## config.mk

```make
export PLATFORM = sky130hd
export DESIGN_NAME = regfile_unit
export DESIGN_NICKNAME = d
export VERILOG_FILES = /design/src/verilog/rf_types_pkg.sv /design/src/verilog/rf_chan_pkg.sv /design/src/verilog/hs_slave.sv /design/src/verilog/regfile.sv /design/src/verilog/operand_fetch.sv /design/src/verilog/regfile_unit.sv
export VERILOG_INCLUDE_DIRS = /design/src /design/src/verilog
export SDC_FILE = /design/constraint.sdc
export NUM_CORES = 2
export LEC_CHECK = 0
export BUFFER_PORTS_ARGS = -buffer_cell sky130_fd_sc_hd__buf_2
export CAP_MARGIN = 20
export CORE_UTILIZATION = 45
export CTS_CLUSTER_SIZE = 10
export DETAILED_ROUTE_END_ITERATION = 12
export REMOVE_ABC_BUFFERS = 1
export SETUP_SLACK_MARGIN = 0.4
export SLEW_MARGIN = 30
export SYNTH_ARGS = -nofsm -noshare
export SYNTH_HDL_FRONTEND = slang
export SYNTH_SLANG_ARGS = --single-unit
```

## constraint.sdc

```tcl
create_clock -name clk -period 4.2 [get_ports clk]
set_clock_uncertainty 0.2 [all_clocks]
set_input_delay 0.21 -clock clk [delete_from_list [all_inputs] [get_ports clk]]
set_output_delay 0.21 -clock clk [all_outputs]
set_load 0.03 [all_outputs]
```

## src/verilog/regfile_cfg.svh

```systemverilog
`ifndef REGFILE_CFG_SVH
`define REGFILE_CFG_SVH

// one machine word per entry
`define RF_ENTRY_WIDTH 32

// architectural entries, a power of two
`define RF_N_ENTRIES 16

// operand fetch reads two sources at once
`define RF_N_READ_PORTS 2
`define RF_N_WRITE_PORTS 2

`endif

```

## src/verilog/rf_types_pkg.sv

```systemverilog
`default_nettype none

`include "regfile_cfg.svh"

package rf_types_pkg;

    // entry index
    typedef logic [$clog2(`RF_N_ENTRIES)-1:0] reg_addr_t;

    // one entry value
    typedef logic [`RF_ENTRY_WIDTH-1:0] reg_data_t;

    // whole register contents, entry 0 in the low word
    typedef reg_data_t [`RF_N_ENTRIES-1:0] reg_array_t;

endpackage

`default_nettype wire

```

## src/verilog/rf_chan_pkg.sv

```systemverilog
`default_nettype none

package rf_chan_pkg;
    import rf_types_pkg::*;

    // writeback channel payload
    typedef struct packed {
        reg_addr_t dest;
        reg_data_t data;
    } wb_req_t;

    // operand read request, both sources together
    typedef struct packed {
        reg_addr_t src_a;
        reg_addr_t src_b;
    } rd_req_t;

    // operand read response
    typedef struct packed {
        reg_data_t opnd_a;
        reg_data_t opnd_b;
    } rd_rsp_t;

endpackage

`default_nettype wire

```

## src/verilog/hs_slave.sv

```systemverilog
`default_nettype none
`timescale 1ns/100ps

module hs_slave #(
    parameter type payload_t = logic
) (
    input  logic     clk,
    input  logic     rst_n,
    input  logic     req,
    input  payload_t payload,
    output logic     ack,
    output logic     fire,
    output payload_t fire_payload
);

    // transfer underway, cleared one edge after ack has dropped
    logic pending;

    // one fire per transfer, only from the idle phase
    assign fire = req && !ack && !pending;

    // requester keeps the payload stable while req is high
    assign fire_payload = payload;

    always_ff @(posedge clk) begin
        if (!rst_n) begin
            ack     <= 1'b0;
            pending <= 1'b0;
        end else if (fire) begin
            ack     <= 1'b1;
            pending <= 1'b1;
        end else begin
            // return to zero: ack follows req down
            if (!req) begin
                ack <= 1'b0;
            end
            if (!req && !ack) begin
                pending <= 1'b0;
            end
        end
    end

endmodule

`default_nettype wire

```

## src/verilog/regfile.sv

```systemverilog
`default_nettype none
`timescale 1ns/100ps

`include "regfile_cfg.svh"

module regfile #(
    parameter int N_ENTRIES     = `RF_N_ENTRIES,
    parameter int N_READ_PORTS  = `RF_N_READ_PORTS,
    parameter int N_WRITE_PORTS = `RF_N_WRITE_PORTS
) (
    input  logic                                         clk,
    input  logic                                         rst_n,
    input  logic [N_WRITE_PORTS-1:0]                     wr_en,
    input  rf_chan_pkg::wb_req_t [N_WRITE_PORTS-1:0]     wr_req,
    input  rf_types_pkg::reg_addr_t [N_READ_PORTS-1:0]   rd_addr,
    output rf_types_pkg::reg_data_t [N_READ_PORTS-1:0]   rd_data,
    input  logic                                         flush
);
    import rf_types_pkg::*;

    // storage
    reg_data_t [N_ENTRIES-1:0] entries;

    // per entry: which write ports address it
    logic [N_ENTRIES-1:0][N_WRITE_PORTS-1:0] hit;

    // per entry write enable and selected write data
    logic [N_ENTRIES-1:0] we;
    reg_data_t [N_ENTRIES-1:0] din;

    // decode and priority select
    always_comb begin
        hit = '0;
        din = '0;
        for (int e = 0; e < N_ENTRIES; e++) begin
            // walk from the highest port down so the lowest port wins
            for (int p = N_WRITE_PORTS - 1; p >= 0; p--) begin
                if (wr_en[p] && (wr_req[p].dest == reg_addr_t'(e))) begin
                    hit[e][p] = 1'b1;
                    din[e]    = wr_req[p].data;
                end
            end
        end
    end

    always_comb begin
        for (int e = 0; e < N_ENTRIES; e++) begin
            we[e] = |hit[e];
        end
    end

    // flush overrides any write on the same edge
    always_ff @(posedge clk) begin
        if (!rst_n || flush) begin
            entries <= '0;
        end else begin
            for (int e = 0; e < N_ENTRIES; e++) begin
                if (we[e]) begin
                    entries[e] <= din[e];
                end
            end
        end
    end

    // read ports, combinational from current contents
    always_comb begin
        for (int r = 0; r < N_READ_PORTS; r++) begin
            rd_data[r] = entries[rd_addr[r]];
        end
    end

endmodule

`default_nettype wire

```

## src/verilog/operand_fetch.sv

```systemverilog
`default_nettype none
`timescale 1ns/100ps

`include "regfile_cfg.svh"

module operand_fetch (
    input  logic                                            clk,
    input  logic                                            rst_n,
    input  logic                                            req,
    input  rf_chan_pkg::rd_req_t                            payload,
    output logic                                            ack,
    output rf_chan_pkg::rd_rsp_t                            rsp,
    output rf_types_pkg::reg_addr_t [`RF_N_READ_PORTS-1:0] rd_addr,
    input  rf_types_pkg::reg_data_t [`RF_N_READ_PORTS-1:0] rd_data
);
    import rf_chan_pkg::*;

    logic    fire;
    rd_req_t src;

    hs_slave #(
        .payload_t (rd_req_t)
    ) u_rd_hs (
        .clk          (clk),
        .rst_n        (rst_n),
        .req          (req),
        .payload      (payload),
        .ack          (ack),
        .fire         (fire),
        .fire_payload (src)
    );

    // port 0 reads source a, port 1 source b
    assign rd_addr[0] = src.src_a;
    assign rd_addr[1] = src.src_b;

    // captured on fire, so a write on the same edge is not seen
    always_ff @(posedge clk) begin
        if (!rst_n) begin
            rsp <= '0;
        end else if (fire) begin
            rsp.opnd_a <= rd_data[0];
            rsp.opnd_b <= rd_data[1];
        end
    end

endmodule

`default_nettype wire

```

## src/verilog/regfile_unit.sv

```systemverilog
`default_nettype none
`timescale 1ns/100ps

`include "regfile_cfg.svh"

module regfile_unit (
    input  logic                 clk,
    input  logic                 rst_n,
    input  logic                 flush,
    input  logic                 wb0_req,
    input  rf_chan_pkg::wb_req_t wb0_payload,
    output logic                 wb0_ack,
    input  logic                 wb1_req,
    input  rf_chan_pkg::wb_req_t wb1_payload,
    output logic                 wb1_ack,
    input  logic                 rd_req,
    input  rf_chan_pkg::rd_req_t rd_payload,
    output logic                 rd_ack,
    output rf_chan_pkg::rd_rsp_t rd_rsp
);
    import rf_types_pkg::*;
    import rf_chan_pkg::*;

    // write ports, one per writeback channel
    logic [`RF_N_WRITE_PORTS-1:0] wr_en;
    wb_req_t [`RF_N_WRITE_PORTS-1:0] wr_req;

    // read ports
    reg_addr_t [`RF_N_READ_PORTS-1:0] rd_addr;
    reg_data_t [`RF_N_READ_PORTS-1:0] rd_data;

    // writeback 0 has priority on a same-entry collision
    hs_slave #(
        .payload_t (wb_req_t)
    ) u_wb0_hs (
        .clk          (clk),
        .rst_n        (rst_n),
        .req          (wb0_req),
        .payload      (wb0_payload),
        .ack          (wb0_ack),
        .fire         (wr_en[0]),
        .fire_payload (wr_req[0])
    );

    hs_slave #(
        .payload_t (wb_req_t)
    ) u_wb1_hs (
        .clk          (clk),
        .rst_n        (rst_n),
        .req          (wb1_req),
        .payload      (wb1_payload),
        .ack          (wb1_ack),
        .fire         (wr_en[1]),
        .fire_payload (wr_req[1])
    );

    regfile #(
        .N_ENTRIES     (`RF_N_ENTRIES),
        .N_READ_PORTS  (`RF_N_READ_PORTS),
        .N_WRITE_PORTS (`RF_N_WRITE_PORTS)
    ) u_regfile (
        .clk     (clk),
        .rst_n   (rst_n),
        .wr_en   (wr_en),
        .wr_req  (wr_req),
        .rd_addr (rd_addr),
        .rd_data (rd_data),
        .flush   (flush)
    );

    operand_fetch u_operand_fetch (
        .clk     (clk),
        .rst_n   (rst_n),
        .req     (rd_req),
        .payload (rd_payload),
        .ack     (rd_ack),
        .rsp     (rd_rsp),
        .rd_addr (rd_addr),
        .rd_data (rd_data)
    );

endmodule

`default_nettype wire

```

==> qor.csv <==
metric,value,unit
reg2reg_depth,6,
n_fill_cell,6223,
ys_ff_latch,582,
yosys.area_share.simple,7.876,%
status,"finished, final reports clean",
cts_setup_buffers,0,
ff_latch_area,11650,µm²
grt_setup_unrepaired,false,
critPathCaptureType,flip-flop,
wl,140.7,mm
startpoint_type,flip-flop,
ios,153,
worstSetupEndpoint,u_regfile.entries[435],
rows,97,
vdd_drop_max,0.0002057,V
power.leakage,0.01301,µW
cts_tree,done,
design_area,36450,µm²
synth_compound_area_share,21.90,%
fp.dieH,268.2,µm
seq_area_frac_synth,36.54,%
grt_max_degree,129,
dp.final_hpwl,79.08,mm
syn_area_per_cell,10.33,µm²
yosys.area_share.adder,0,%
dp_slack,0.9353,ns
grt_usage,38.42,%
ys_types,36,
die_w,268.2,µm
cp.arrival,4.00,ns
cts_made_buffers,70,
startpoint,u_wb0_hs.ack,
drive_gt1_share,22.20,%
cts_buffer_depth,3,
setup_viol_count_final,0,
postPlaceCellArea,33470,µm²
yosys_warnings,0,
dr.first_iter.drc_count,4899,
place.gp.congestion,0.8850,
hold_viol,0,
vias,30951,
syn_area,31880,µm²
post_drt_via_cell_ratio,7.567,
path_max_fanout,67,
multi_input_area,18820,µm²
worst_slack,0.4981,ns
tightest_slew,1.112,ns
synth_xor_area_share,0,%
wl_per_cell,34.41,µm
required,4.50,ns
synth_top_family_by_area,multiplexers,
finalNetCount,3216,
cts_max_level,3,
slew_headroom,25.64,%
clock_sink_count,582,
worstSetupPathType,flip-flop to flip-flop,
grt_pass1_vias,30432,
drc_errors,0,
post-route-period-util,88.14,%
postSynthCellCount,3087,
area_delta_synth_final,14.31,%
layout_commonest_cell,dfxtp_1,
grt-ovfl-total,0,
clkTransAtPathRegs,0.06,ns
synthMuxAreaShare,28.33,%
r2r_setup_slack,0.50,ns
postRouteAntennaNets,0,
start_util,45.53,%
dieArea,71920,µm²
worstHoldPathType,primary input to flip-flop,
fp.coreArea,70030,µm²
cap_violations,0,
portBuffers,152,
root_buffer,clkbuf_16,
cts_resized,0,
report.final.slew_viol_count,0,
power_density,345.3,nW/µm²
timing.rr.start,u_wb0_hs.ack,
reg2reg_to,u_regfile.entries[435],
dr.pass1.iters,7,
grt_pass1_wl,202.9,mm
fin_crit,3.702,ns
layout_common_cells,"dfxtp_1 (582), a221oi_1 (498), mux2i_1 (322)",
grt_antenna_before_repair,2,
clock.fmax,0.2701,GHz
clock_latency,0.62,ns
==> kinds of logic (layout without fill, tap and decap cells) <==
family,Yosys count,after routing
DFF,582,582
AOI/OAI and AO/OA,917,917
and+or+nand+nor,583,583
muxes,602,602
other,0,1
buffers and inverters,403,465
==> area by class of cell <==
class	count	share of cell area, %
antenna	1	0.006866
inverter	5	0.05150
tap	940	3.227
multi-input combinational	2102	51.63
clock inverter	4	0.1236
timing repair buffer	369	7.810
sequential	582	31.97
clock buffer	87	5.184
==> critical path, cell delays in order (launching register included) <==
cell and delay, ns:
dfxtp_1 0.35, or4b_1 0.94, nor2_4 0.44, buf_4 0.41, buf_12 0.42, a221oi_1 0.17
dlygate4sd3_1 0.58
==> sequential cells by signal (all words and copies together) (netlist names) <==
signal	cells
u_operand_fetch.u_rd_hs.ack	1
u_wb1_hs.ack	1
u_regfile.entries	512
u_wb0_hs.ack	1
u_operand_fetch.rsp	64
u_wb1_hs.pending	1
u_wb0_hs.pending	1
u_operand_fetch.u_rd_hs.pending	1
==> routing by layer <==
metal | wire, µm | part of all wire (%) | vias to the layer above | GRT usage [%]
li1 | - | - | 12345 | -
met1 | 50670 | 36 | 15187 | 49.18
met2 | 60470 | 43 | 2792 | 57.08
met3 | 21000 | 15 | 625 | 12.10
met4 | 8583 | 6.1 | 2 | 21.99
met5 | 8 | 0.0057 | - | 0
==> where the power goes <==
part | internal, µW | switching, µW | total (µW)
Clock | 3180 | 2390 | 5560
Sequential | 5580 | 50.2 | 5630
Combinational | 417 | 970 | 1390
Total | 9170 | 3410 | 12600
==> synthesized netlist by cell type <==
master	n	area [µm²]
dfxtp_1	582	11650
a221oi_1	498	4362
mux2i_1	322	3223
nand2_1	312	1171
clkbuf_1	280	1051
a21oi_1	271	1356
mux4_2	236	5315
nor2_1	181	679.4
buf_2	81	405.4
a221o_1	44	440.4
mux2_2	44	495.5
a31oi_1	29	181.4
nand2b_1	25	156.4
a22oi_1	20	150.1
a32oi_1	20	175.2
nand3_1	20	100.1
o21ai_0	20	100.1
buf_4	18	135.1
buf_1	16	60.06
a221oi_2	14	210.2
nor3_2	12	120.1
nor2b_1	11	68.82
inv_1	5	18.77
nor3_1	4	20.02
nor3_4	4	65.06
buf_6	3	33.78
and3_1	2	12.51
nand4bb_1	2	22.52
nor2_2	2	12.51
nor4bb_1	2	20.02
or4b_1	2	20.02
a21boi_0	1	7.510
and2_0	1	6.260
nand2_2	1	6.260
nor4b_4	1	23.77
or2_2	1	6.260
==> how the worst min path moves through the flow <==
stage	start	end	slack [ns]	depth (start not counted)
floorplan	rst_n	u_operand_fetch.u_rd_hs.ack	0.13	2
global placement	u_operand_fetch.rsp[63]	u_operand_fetch.rsp[63]	0.26	2
detailed placement	u_operand_fetch.rsp[63]	u_operand_fetch.rsp[63]	0.26	2
CTS	rd_payload[6]	u_operand_fetch.rsp[52]	0.01	4
global route	rd_payload[6]	u_operand_fetch.rsp[34]	0.09	4
finish	rd_payload[6]	u_operand_fetch.rsp[52]	0.04	4
==> per-stage QoR <==
step | hold slack (ns) | util [%] | instances | total power (µW) | setup TNS [ns]
6_report | 0.04281 | 52.04 | 4090 | 12580 | 0
5_1_grt | 0.09144 | 52.04 | 4089 | 12820 | 0
4_1_cts | 0.01208 | 52.03 | 4089 | 12520 | 0
3_5_place_dp | 0.2567 | 47.80 | 3895 | 7018 | 0
3_3_place_gp | 0.2559 | 47.77 | 3895 | 6994 | 0
2_1_floorplan | 0.1261 | - | 2689 | 6306 | -2944.95
==> repair_timing <==
item	CTS	global route
endpoints found under the hold margin	518	0
hold buffers	103	0
endpoints found under the setup margin	0	1
Note: power is estimated with default switching activity, not from simulation.
